===== config.mk =====
export PLATFORM = sky130hd
export DESIGN_NAME = l2_switch_core
export DESIGN_NICKNAME = d
export VERILOG_FILES = /design/src/source/eth_pkg.sv /design/src/source/fwd_pkg.sv /design/src/source/frame_header_parser.sv /design/src/source/mac_table.sv /design/src/source/forward_decision.sv /design/src/source/l2_switch_core.sv
export SDC_FILE = /design/constraint.sdc
export NUM_CORES = 1
export LEC_CHECK = 0
export BUFFER_PORTS_ARGS = -buffer_cell sky130_fd_sc_hd__buf_4
export CELL_PAD_IN_SITES_DETAIL_PLACEMENT = 0
export CELL_PAD_IN_SITES_GLOBAL_PLACEMENT = 2
export CORE_MARGIN = 2
export CORE_UTILIZATION = 43
export CTS_CLUSTER_SIZE = 10
export DETAILED_ROUTE_END_ITERATION = 7
export PLACE_DENSITY_LB_ADDON = 0.15
export SKIP_CTS_REPAIR_TIMING = 1
export SYNTH_ARGS = -nofsm -noshare
export SYNTH_HDL_FRONTEND = slang
export SYNTH_HIERARCHICAL = 1
export SYNTH_SLANG_ARGS = --single-unit

===== constraint.sdc =====
create_clock -name clk -period 4.2 [get_ports clk]
set_input_delay 0.21 -clock clk [delete_from_list [all_inputs] [get_ports clk]]
set_output_delay 0.21 -clock clk [all_outputs]
set_load 0.05 [all_outputs]

===== src/source/eth_pkg.sv =====
package eth_pkg;

	// switch ports
	localparam int NUM_PORTS = 4;
	localparam int PORT_W    = $clog2(NUM_PORTS);

	// MAC address, first byte on the wire is the most significant
	localparam int MAC_BYTES = 6;
	localparam int MAC_W     = MAC_BYTES * 8;
	localparam int GROUP_BIT = MAC_W - 8;   // lsb of the first byte

	// parsed header is dmac then smac
	localparam int HDR_BYTES = 12;
	localparam int HDR_W     = HDR_BYTES * 8;
	localparam int HDR_CNT_W = $clog2(HDR_BYTES + 1);

	// table slot of a MAC is the low index bits of the XOR of its six bytes

	typedef logic [PORT_W-1:0]    port_id_t;
	typedef logic [NUM_PORTS-1:0] port_map_t;   // one bit per port
	typedef logic [MAC_W-1:0]     mac_addr_t;
	typedef logic [HDR_CNT_W-1:0] hdr_cnt_t;

	localparam hdr_cnt_t HDR_LAST = hdr_cnt_t'(HDR_BYTES - 1);

	// one received byte
	typedef struct packed {
		logic       sof;        // first byte of a frame
		logic       dv;
		logic [7:0] data;
		port_id_t   src_port;
	} rx_beat_t;

	typedef struct packed {
		logic      valid;       // one cycle strobe
		mac_addr_t dmac;
		mac_addr_t smac;
		port_id_t  src_port;
	} frame_hdr_t;

endpackage


===== src/source/fwd_pkg.sv =====
package fwd_pkg;

	import eth_pkg::*;

	// direct mapped table
	// index of a MAC is the low TABLE_IDX_W bits of the XOR of its six bytes
	localparam int TABLE_IDX_W = 4;
	localparam int TABLE_DEPTH = 1 << TABLE_IDX_W;

	typedef logic [TABLE_IDX_W-1:0] table_idx_t;

	// one stored host
	typedef struct packed {
		logic      valid;
		mac_addr_t mac;
		port_id_t  port;
	} table_entry_t;

	// result of one destination lookup
	typedef struct packed {
		logic     valid;
		logic     hit;
		port_id_t dst_port;     // port stored in the table
		port_id_t src_port;     // port the frame came in on
		logic     dst_group;    // multicast or broadcast destination
	} lookup_t;

	// one forwarding decision per frame
	typedef struct packed {
		logic      valid;
		logic      flood;
		port_map_t ports;       // empty map means drop
	} fwd_result_t;

endpackage


===== src/source/frame_header_parser.sv =====
`timescale 1ns/1ns

module frame_header_parser import eth_pkg::*; (
	input  logic       clk,
	input  logic       rst_n,
	input  rx_beat_t   rx,
	output frame_hdr_t hdr
);

	logic         active;       // inside the first twelve bytes
	hdr_cnt_t     byte_cnt;     // header bytes taken so far
	logic         hdr_done;
	logic [HDR_W-1:0] hdr_sr;
	logic [HDR_W-1:0] hdr_next;
	port_id_t     src_port_q;

	logic         hdr_valid;
	mac_addr_t    dmac_q;
	mac_addr_t    smac_q;
	port_id_t     port_q;

	// every dv byte shifts in at the bottom
	assign hdr_next = {hdr_sr[HDR_W-9:0], rx.data};

	// twelfth byte of a frame still in progress
	assign hdr_done = active && rx.dv && !rx.sof && (byte_cnt == HDR_LAST);

	always_ff @(posedge clk) begin
		if (!rst_n) begin
			active    <= 1'b0;
			byte_cnt  <= '0;
			hdr_valid <= 1'b0;
		end else begin
			hdr_valid <= hdr_done;
			if (rx.dv && rx.sof) begin
				active   <= 1'b1;   // restart, even mid header
				byte_cnt <= hdr_cnt_t'(1);
			end else if (!rx.dv) begin
				active <= 1'b0;     // gap drops a short header
			end else if (active) begin
				byte_cnt <= byte_cnt + hdr_cnt_t'(1);
				if (hdr_done)
					active <= 1'b0;   // payload ignored until next sof
			end
		end
	end

	// header bytes and the ingress port
	always_ff @(posedge clk) begin
		if (rx.dv)
			hdr_sr <= hdr_next;
		if (rx.dv && rx.sof)
			src_port_q <= rx.src_port;
	end

	always_ff @(posedge clk) begin
		if (hdr_done) begin
			dmac_q <= hdr_next[HDR_W-1 -: MAC_W];
			smac_q <= hdr_next[MAC_W-1:0];
			port_q <= src_port_q;
		end
	end

	assign hdr = '{
		valid:    hdr_valid,
		dmac:     dmac_q,
		smac:     smac_q,
		src_port: port_q
	};

	// twelve bytes separate two headers
	a_hdr_single: assert property (@(posedge clk) disable iff (!rst_n)
		hdr.valid |=> !hdr.valid);

endmodule


===== src/source/mac_table.sv =====
`timescale 1ns/1ns

module mac_table import eth_pkg::*, fwd_pkg::*; (
	input  logic       clk,
	input  logic       rst_n,
	input  logic       table_clear,
	input  frame_hdr_t hdr,
	output lookup_t    lkp
);

	table_entry_t table_mem [TABLE_DEPTH];

	table_idx_t   dst_idx;
	table_idx_t   src_idx;
	table_entry_t rd_entry;     // destination slot
	table_entry_t rd_src;       // source slot before learning
	logic         learn;

	logic         lkp_valid;
	logic         lkp_hit;
	port_id_t     lkp_dst_port;
	port_id_t     lkp_src_port;
	logic         lkp_group;

	// fold the six bytes, keep the low bits
	function automatic table_idx_t mac_index(input mac_addr_t mac);
		logic [7:0] folded;
		folded = '0;
		for (int i = 0; i < MAC_BYTES; i++) begin
			folded = folded ^ mac[i*8 +: 8];
		end
		return folded[TABLE_IDX_W-1:0];
	endfunction

	assign dst_idx  = mac_index(hdr.dmac);
	assign src_idx  = mac_index(hdr.smac);
	assign rd_entry = table_mem[dst_idx];
	assign rd_src   = table_mem[src_idx];

	// group sources are never learned
	assign learn = hdr.valid && !hdr.smac[GROUP_BIT];

	// clear wins over a learn at the same edge
	always_ff @(posedge clk) begin
		if (!rst_n || table_clear) begin
			for (int i = 0; i < TABLE_DEPTH; i++) begin
				table_mem[i].valid <= 1'b0;
			end
		end else if (learn) begin
			table_mem[src_idx] <= '{
				valid: 1'b1,
				mac:   hdr.smac,
				port:  hdr.src_port
			};
		end
	end

	always_ff @(posedge clk) begin
		if (!rst_n)
			lkp_valid <= 1'b0;
		else
			lkp_valid <= hdr.valid;
	end

	// rd_entry still holds the old contents here, so no self hit
	always_ff @(posedge clk) begin
		if (hdr.valid) begin
			lkp_hit      <= rd_entry.valid && (rd_entry.mac == hdr.dmac);
			lkp_dst_port <= rd_entry.port;
			lkp_src_port <= hdr.src_port;
			lkp_group    <= hdr.dmac[GROUP_BIT];
		end
	end

	assign lkp = '{
		valid:     lkp_valid,
		hit:       lkp_hit,
		dst_port:  lkp_dst_port,
		src_port:  lkp_src_port,
		dst_group: lkp_group
	};

	// a group source leaves its slot as it was
	a_no_group_learn: assert property (@(posedge clk) disable iff (!rst_n)
		hdr.valid && hdr.smac[GROUP_BIT] && !table_clear
		|=> table_mem[$past(src_idx)] === $past(rd_src));

endmodule


===== src/source/forward_decision.sv =====
`timescale 1ns/1ns

module forward_decision import eth_pkg::*, fwd_pkg::*; (
	input  logic        clk,
	input  logic        rst_n,
	input  port_map_t   link,
	input  lookup_t     lkp,
	output fwd_result_t fwd
);

	port_map_t src_bit;
	port_map_t dst_bit;
	port_map_t flood_map;
	port_map_t uc_map;
	logic      flood;

	logic      fwd_valid;
	logic      fwd_flood;
	port_map_t fwd_ports;

	assign src_bit = port_map_t'(1) << lkp.src_port;
	assign dst_bit = port_map_t'(1) << lkp.dst_port;

	// group or unknown destination goes everywhere
	assign flood = lkp.dst_group || !lkp.hit;

	assign flood_map = link & ~src_bit;
	assign uc_map    = dst_bit & link & ~src_bit;   // empty if same port or link down

	always_ff @(posedge clk) begin
		if (!rst_n)
			fwd_valid <= 1'b0;
		else
			fwd_valid <= lkp.valid;
	end

	always_ff @(posedge clk) begin
		if (lkp.valid) begin
			fwd_flood <= flood;
			fwd_ports <= flood ? flood_map : uc_map;
		end
	end

	assign fwd = '{
		valid: fwd_valid,
		flood: fwd_flood,
		ports: fwd_ports
	};

	// never sent back where it came from
	a_no_reflect: assert property (@(posedge clk) disable iff (!rst_n)
		fwd.valid |-> !fwd.ports[$past(lkp.src_port)]);

endmodule


===== src/source/l2_switch_core.sv =====
`timescale 1ns/1ns

module l2_switch_core import eth_pkg::*, fwd_pkg::*; (
	input  logic        clk,
	input  logic        rst_n,
	input  rx_beat_t    rx,
	input  port_map_t   link,
	input  logic        table_clear,
	output fwd_result_t fwd
);

	frame_hdr_t hdr;    // parser to table
	lookup_t    lkp;    // table to decision

	frame_header_parser frame_header_parser_inst (
		.clk   (clk),
		.rst_n (rst_n),
		.rx    (rx),
		.hdr   (hdr)
	);

	mac_table mac_table_inst (
		.clk         (clk),
		.rst_n       (rst_n),
		.table_clear (table_clear),
		.hdr         (hdr),
		.lkp         (lkp)
	);

	forward_decision forward_decision_inst (
		.clk   (clk),
		.rst_n (rst_n),
		.link  (link),
		.lkp   (lkp),
		.fwd   (fwd)
	);

endmodule


== After elaboration in Yosys (flattened, before gate mapping) ==
Memories as Yosys holds them, arrays and structs flattened.
Cells that the tools add are included.
Word-level totals
  bits of input ports: 19
  memory bits (read-only): 0
  output and inout port bits: 6
  memories: 1
  latch bits: 0
  memory bits (writable): 816
  logic and storage cells: 72
  register bits after elaboration: 207
Memory list
  mac_table_inst.table_mem: depth 16, width 51, rd ports 1, clocked after Yosys merged registers in 0, wr ports 16, RTL line mac_table.sv:11  | table_entry_t table_mem [TABLE_DEPTH];
Operators by class
  reduce and logical (&&, ||, !) cells: 18
  order comparisons: 0
  shift operators: 2
  multiplexer cells: 16
  equal/unequal tests: 2
  div/mod/pow operators: 0
  add/subtract/negate cells: 1
  bitwise logic cells: 15
  multiply operators: 0
Operator list (number)
  51-bit 2-to-1 mux: 1
  51-bit OR reduction: 1
  48-bit equality test: 1
  4-bit XOR: 10
  4-bit AND: 3
  1-bit 2-to-1 mux: 12
  4-bit 2-to-1 mux: 2
  1-bit by 2-bit left shift with 4-bit output, first input constant: 2
  1-bit logical AND: 6
  4-bit by 1-bit adder with 4-bit output, second input constant: 1
  4-bit equality test, second input constant: 1
  1-bit zero test: 4
  4-bit NOT: 1
  2-bit AND reduction: 2
  2-bit nonzero test: 2
  1-bit logical OR: 2
  2-bit 2-to-1 mux: 1
  2-bit OR reduction: 1
  1-bit NOT: 1

== Logic depth before layout (Yosys ltp) ==
Gate-level depths: netlist of run 1.
An unclocked memory read counts as a cell.
  word-level depth: 8
  gate-level depth with buffers: 15

== Modules after synthesis ==
The synthesis of run 1 kept the hierarchy.
Modules (own cells, without submodules)
  mac_table: instances 1, cells an instance 2378, area an instance 33719.8 um^2, seq. area each 24543.5 um^2
  frame_header_parser: instances 1, cells an instance 218, area an instance 5943.2 um^2, seq. area each 5765.5 um^2
  forward_decision: instances 1, cells an instance 20, area an instance 280.3 um^2, seq. area each 170.2 um^2

== Worst setup path after synthesis of run 1 ==
No wires, ideal clock.
  kind: register to register
  from: register frame_header_parser_inst.smac_q[32]
  to: memory mac_table_inst/table_mem[11][0] in the netlist's numbering, enable pin
  required time: 3.741 ns
  cell stages (with the launch flop): 7
  period minus slack after synthesis: 3.942 ns
  path slack: 0.258 ns
  setup time: 0.459 ns
  path buffers: 0
  data arrival time: 3.482 ns
  path through: edfxtp_1 -> xnor2_1 -> xnor2_1 -> xnor2_1 -> nor2b_1 -> nand2_1 -> nor2_1
RTL lines
  start: declaration: RTL line frame_header_parser.sv:19  | mac_addr_t smac_q;
  start signal: assignment: RTL line frame_header_parser.sv:59  | smac_q <= hdr_next[MAC_W-1:0];
  end: declaration: RTL line mac_table.sv:11

== Worst setup path after layout of run 1 ==
  from: register frame_header_parser_inst.dmac_q[2]
  to: register mac_table_inst.lkp_hit, data pin
On the way
  longest elaborated chain between the ends: 8
RTL lines
  start: declaration: RTL line frame_header_parser.sv:18  | mac_addr_t dmac_q;
  start signal: assignment: RTL line frame_header_parser.sv:58  | dmac_q <= hdr_next[HDR_W-1 -: MAC_W];
  4-bit XOR (5 in series): RTL line mac_table.sv:30  | folded = folded ^ mac[i*8 +: 8];
  memory 16 x 51 bit
  48-bit equality test: RTL line mac_table.sv:68  | lkp_hit <= rd_entry.valid && (rd_entry.mac == hdr.dmac);
  1-bit logical AND *: RTL line mac_table.sv:68
  end signal: assignment: RTL line mac_table.sv:68
  end: declaration: RTL line mac_table.sv:20  | logic lkp_hit;
Mark *: on every way between the ends. The rest lies on a longest branch, timed or not.
A chain may end at the register's enable or synchronous reset.

==> summary.md, run 1 <==
| Metric | Value |
|---|---|
| FFs w/ async S/R, synth | `0%` |
| EDFF count, synth | `999` |
| CP required | `4.72 ns` |
| # setup viols final | `0` |
| Mean area per synthesized cell | `15.3 um^2` |
| CTS Buffer Depth | `3` |
| Top fanout value on the critical path | `58` |
| CTS root buf | `clkbuf_16` |
| Gr ovfl total | `0` |
| H-Tree Depth | `3` |
| Peak Freq | `249 MHz` |
| Fill cells | `7637` |
| Area delta synth->final | `15.3%` |
| Placed insts | `3900` |
| Overall routed net length | `114 mm` |
| Power per cell area | `433 nW/um^2` |
| Max Slew Vio Count | `0` |
| Buffers on Ports | `24` |
| Final nets | `2811` |
| Top-area cell type share of the netlist area | `75.1%` |
| Die height | `309 um` |
| Skew final | `0.0381 ns` |
| Diode count | `0` |
| Detail Placement HPWL | `67.5 mm` |
| Cells after Synth | `2616` |
| Slew HR | `44.1%` |
| Design Power | `19900 uW` |
| Yosys cell types | `69` |
| Starting density of the core | `43.5%` |
| Final Hold Vio Count | `0` |
| Core area | `91800 um^2` |
| Status | `complete, no violations` |
| CP max stage delay | `0.49 ns` |
| Top cells by area, synth | `edfxtp_1, nand2_1, mux2i_1` |
| Share of post-route cells with drive strength above 1 | `13.0%` |
| I/O pin count | `25` |
| Ys flop type | `edfxtp_1` |
| Global-route wire length before repair | `162 mm` |
| DRC | `0` |
| Critical path type | `register to register` |
| Routed Antenna Nets | `0` |
| Util after Layout | `50.2%` |
| #FFs+latches synth | `1023` |
| Initial antenna violation count | `2` |
| Routed length per instance | `28.0 um` |
| Worst-Margin Slew | `0.839 ns` |
| CP Capture Type | `register` |
| Worst path slowest cell | `xnor3_1` |
| DRT iter0 DRCs | `2161` |
| Cell family with most CP delay | `XOR/XNOR gates` |
| Layout Cells excl Fill | `4074` |
| Setup TNS | `0 ns` |
| Clock tree sinks | `1023` |
| Via/cell ratio | `5.59` |
| Total clock buffers created by CTS | `115` |
| Largest net degree at the start of global routing | `78` |
| Leak | `0.0159 uW` |
| Syn Nets | `2636` |
| Final Cycle Share | `95.7%` |
| Die area | `95300 um^2` |
| Max-cap violations | `0` |
| Vias in the first global route | `22500` |
| RSZ-0062 raised after global routing | `no` |
| Row count | `111` |
| Overall routing resource usage | `24.2%` |
| First-pass detailed-route iteration total | `7` |
| Worst Path Buf+Inv | `4` |
| Worst Path Arrival | `4.54 ns` |
| Cell area after synthesis | `39900 um^2` |
| Gpl congestion | `0.821` |
| YS warnings | `6` |
| Minimum clock period | `4.02 ns` |
| Die width | `309 um` |
| Via count | `22800` |
| Type of origin of the critical path | `register` |
| Sequential area share after synthesis | `76.3%` |
| Critical path cell sequence | `xnor3_1, xnor3_4, buf_12, buf_12, buf_4, nand2_1, nand3_1, nand4_1, xor2_1, nand4_1, nor4_1, buf_4, o2111ai_1, nor4_2` |
| Peak supply drop | `306 uV` |
| Hold WC Path Type | `input pin to register` |
| Yosys top cell by area | `edfxtp_1` |
| Clock transition at the registers of the reported paths | `0.06 ns` |
| Clk_lat worst skew | `0.70 ns` |
| CTS tree | `done` |
-- worst register-to-register path, delay by kind of cell (launching register included) --
kind | cells | cell delay, ns
AOI/OAI and AO/OA | 1 | 0.16
xor gates and xnor gates | 3 | 1.22
buffers and inverters | 4 | 0.94
DFF | 1 | 0.45
and+or+nand+nor | 6 | 1.09
-- Yosys cell counts (5+ instances only) --
library cell and instances:
a21o_1 20, a21oi_1 26, a221oi_1 7, a22oi_1 6
a311oi_1 14, a31oi_1 32, a32o_1 8, a32oi_1 22
and2_1 5, and3_1 33, buf_1 14, buf_2 53
buf_4 11, buf_6 6, clkbuf_1 53, dfxtp_1 24
edfxtp_1 999, inv_1 6, mux2_2 11, mux2i_1 148
mux4_2 12, nand2_1 591, nand3_1 191, nand4_1 46
nor2_1 47, nor2b_1 8, nor3_1 9, nor4_1 5
o211ai_1 7, o21ai_0 15, o22ai_1 7, xnor2_1 52
xnor3_1 7, xor2_1 65
-- cell usage in the layout, fill, tap and decap left out, drive strengths merged, types with 4 or more instances in the layout --
master       netlist  layout
a21o              20      20
a21oi             26      26
a221oi             7       7
a22oi              6       6
a311oi            14      14
a31oi             32      32
a32o               8       8
a32oi             22      22
and2               6       6
and3              33      33
buf               85     179
clkbuf            53     143
clkinv             0      10
dfxtp             24      24
dlygate4sd3        0      17
edfxtp           999     999
inv                6      10
mux2              11      11
mux2i            148     148
mux4              12      12
nand2            591     591
nand2b             4       4
nand3            191     191
nand4             46      46
nor2              49      49
nor2b              8       8
nor3               9       9
nor4               6       6
o211ai             7       7
o21ai             15      15
o221a              5       5
o22ai              7       7
xnor2             52      52
xnor3              7       7
xor2              65      65
xor3               4       4
-- cell type report --
cell class | count | area (um^2) | area share [%]
flip-flops and latches | 1023 | 30500 | 66.2
multi-input cells | 1449 | 8950 | 19.4
clock buffers | 143 | 3000 | 6.52
repair buffers | 196 | 1900 | 4.13
well taps | 1243 | 1560 | 3.38
clock inverters | 14 | 138 | 0.299
inverters | 6 | 22.5 | 0.0489
-- flip-flops by register name, indices dropped and copies added, names as in the netlist, 4 cells and up --
name                               count
frame_header_parser_inst/hdr_sr       88
forward_decision_inst/fwd_ports        4
frame_header_parser_inst/smac_q       48
frame_header_parser_inst/dmac_q       48
frame_header_parser_inst/byte_cnt      4
mac_table_inst/table_mem             816
-- path summary, 6_finish.rpt --
check,slack [ns],depth (start not counted),endpoint,start
min,0.16,4,mac_table_inst/table_mem[11][50],table_clear
max reg2reg,0.18,14,mac_table_inst/lkp_hit,frame_header_parser_inst/dmac_q[2]
max,0.18,14,mac_table_inst/lkp_hit,frame_header_parser_inst/dmac_q[2]
min reg2reg,0.42,0,frame_header_parser_inst/dmac_q[47],frame_header_parser_inst/hdr_sr[87]
-- cells by family after synthesis --
group | synth area share (%)
AO/OA/AOI/OAI | 3.59
XOR/XNOR | 3.20
adder cells (fa/ha/maj) | 0.0313
buffers and inverters | 1.76
flip-flops | 76.3
multiplexers | 4.70
AND/OR/NAND/NOR | 10.4
-- metal layers --
layer | share of wire (%) | GRT usage [%] | up-vias
met4 | 2.5 | 7.33 | 2
met5 | 0.011 | 0 | -
met1 | 43 | 33.4 | 11700
met3 | 7.3 | 5.19 | 156
met2 | 47 | 38.7 | 824
li1 | - | - | 10100
-- through the flow --
stage | setup slack [ns] | hold slack (ns) | area, um^2
floorplan | 0.258 | 0.309 | 39900
CTS | 0.0148 | -0.347 | 45900
finish | 0.181 | 0.162 | 46100
detailed placement | 0.0389 | 0.399 | 42700
global placement | 0.0889 | 0.390 | 42700
global route | 0.00404 | 0.133 | 46100
-- report_power, final --
group | leakage, uW | switching [uW] | total [uW] | internal, uW
sequential | 0.00924 | 37.0 | 11200 | 11100
combinational | 0.00514 | 37.3 | 64.6 | 27.3
clock | 0.00153 | 3760 | 8710 | 4950
total | 0.0159 | 3840 | 19900 | 16100
Power figures use the tool's default switching activity.
==> run 2, diff against run 1 <==
BUFFER_PORTS_ARGS = -buffer_cell sky130_fd_sc_hd__buf_2   (was -buffer_cell sky130_fd_sc_hd__buf_4)
==> summary.md, run 2 (synthesis results as in run 1) <==
| Metric | Value |
|---|---|
| H-Tree Depth | `3` |
| Max-cap violations | `0` |
| Critical path type | `register to register` |
| Die width | `309 um` |
| Area delta synth->final | `15.3%` |
| Peak supply drop | `313 uV` |
| Fin Hold WS | `0.102 ns` |
| Detail Placement HPWL | `67.3 mm` |
| CP required | `4.72 ns` |
| Overall routed net length | `114 mm` |
| Diode count | `0` |
| Share of post-route cells with drive strength above 1 | `13.2%` |
| Row count | `111` |
| Slew HR | `46.2%` |
| Peak Freq | `245 MHz` |
| Biggest register | `mac_table_inst/table_mem` |
| Sw frac | `19.0%` |
| Layout Cells excl Fill | `4094` |
| DRC | `0` |
| Skew final | `0.0325 ns` |
| Global-route wire length before repair | `161 mm` |
| CTS root buf | `clkbuf_16` |
| Final nets | `2820` |
| Buffers on Ports | `24` |
| CP most frequent cell | `buf_4` |
| Worst Path Arrival | `4.60 ns` |
| Comb pwr share | `0.3%` |
| Overall routing resource usage | `23.8%` |
| Largest registers | `mac_table_inst/table_mem: 816 flops, frame_header_parser_inst/hdr_sr: 88 flops` |
| # setup viols final | `0` |
| NetSw | `3790 uW` |
| Vias in the first global route | `22100` |
| Die area | `95300 um^2` |
| Most common cell after layout, fill and taps aside | `edfxtp_1` |
| Power per cell area | `433 nW/um^2` |
| Most frequent cells in the layout | `edfxtp_1, nand2_1, nand3_1` |
| Core area | `91800 um^2` |
| Clock tree sinks | `1023` |
| Clk_lat worst skew | `0.69 ns` |
| Worst-Margin Slew | `0.808 ns` |
| Routed length per instance | `27.9 um` |
| Sequential power share | `56.0%` |
| Type of origin of the critical path | `register` |
| Final Cycle Share | `97.0%` |
| DRT iter0 DRCs | `2214` |
| CTS Buffer Depth | `3` |
| RSZ-0062 raised after global routing | `no` |
| Top fanout value on the critical path | `49` |
| Cell family with most CP delay | `simple AND/OR/NAND/NOR gates` |
| Via count | `22900` |
| Final Hold Vio Count | `0` |
| Hold WC Path Type | `input pin to register` |
| Gpl congestion | `0.844` |
| CTS tree | `done` |
| Max Slew Vio Count | `0` |
| Starting density of the core | `43.5%` |
| Worst Path Buf+Inv | `4` |
| CP Capture Type | `register` |
| Placed insts | `3895` |
| Total clock buffers created by CTS | `114` |
| Worst path slowest cell | `nor4_1` |
| Util after Layout | `50.2%` |
| Via/cell ratio | `5.59` |
| Max reg flops | `816` |
| Setup TNS | `0 ns` |
| Largest net degree at the start of global routing | `74` |
| Status | `complete, no violations` |
| Die height | `309 um` |
| Leak | `0.0159 uW` |
| CP max stage delay | `0.51 ns` |
| Routed Antenna Nets | `0` |
| I/O pin count | `25` |
| Gr ovfl total | `0` |
| Minimum clock period | `4.07 ns` |
| Clock transition at the registers of the reported paths | `0.06 ns` |
| Initial antenna violation count | `0` |
| First-pass detailed-route iteration total | `6` |
| Internal | `16100 uW` |
| Clock power frac | `43.7%` |
| Critical path cell sequence | `buf_4, xnor3_1, xnor3_4, buf_12, buf_4, nand2_1, nand3_1, nand4_1, xor2_1, nand4_1, nor4_1, buf_4, o2111ai_1, nor4_2` |
| Design Power | `19900 uW` |
==> run 2: cell count changes in the layout (fill, tap and decap cells not counted), sizes merged <==
cell / before / now
clkinv: 10 / 3
dlygate4sd3: 17 / 18
xnor3: 7 / 8
clkbuf: 143 / 162
buf: 179 / 186
inv: 10 / 9
==> run 2: power by group through the flow <==
stage / logic, uW / clock network (uW) / registers [uW]
floorplan: 7.62 / 0 / 11400
finish: 60.6 / 8700 / 11200
CTS: 48.8 / 8880 / 11200
global route: 65.9 / 9240 / 11200
global placement: 47.7 / 0 / 11400
detailed placement: 48.9 / 0 / 11400
==> run 2: tightest hold or removal path, cell delays in order <==
cell and delay (ns):
buf_2 0.07, nor2b_1 0.07, buf_4 0.21, a21o_1 0.18
==> run 2: final cells by class <==
class                           instances  area [um^2]
Timing Repair Buffer                  205         1830
Multi-Input combinational cell       1450         9030
Inverter                                6         22.5
Tap cell                             1243         1560
Fill cell                            7690        45800
Sequential cell                      1023        30500
Clock buffer                          161         3080
Clock inverter                          6         42.5
==> run 2: worst paths after layout <==
check,endpoint,slack [ns],startpoint,cells after the start
worst min register to register,frame_header_parser_inst/dmac_q[42],0.42,frame_header_parser_inst/hdr_sr[82],0
worst max-delay path,mac_table_inst/lkp_hit,0.13,frame_header_parser_inst/dmac_q[10],14
worst min-delay path,mac_table_inst/table_mem[8][50],0.10,table_clear,4
worst max register to register,mac_table_inst/lkp_hit,0.13,frame_header_parser_inst/dmac_q[10],14
==> run 2: metrics by stage <==
step / area [um^2] / worst slack [ns]
global placement: 42500 / -0.137
floorplan: 39900 / 0.258
finish: 46000 / 0.125
detailed placement: 42500 / -0.202
CTS: 45600 / -0.202
global route: 46000 / 0.0261
==> run 2: metal layers <==
metal / vias up / share of wire (%) / GRT usage [%]
li1: 10200 / - / -
met1: 11800 / 46 / 35.0
met2: 742 / 46 / 37.8
met3: 163 / 6.0 / 3.45
met4: 0 / 2.0 / 5.46
met5: - / 0 / 0
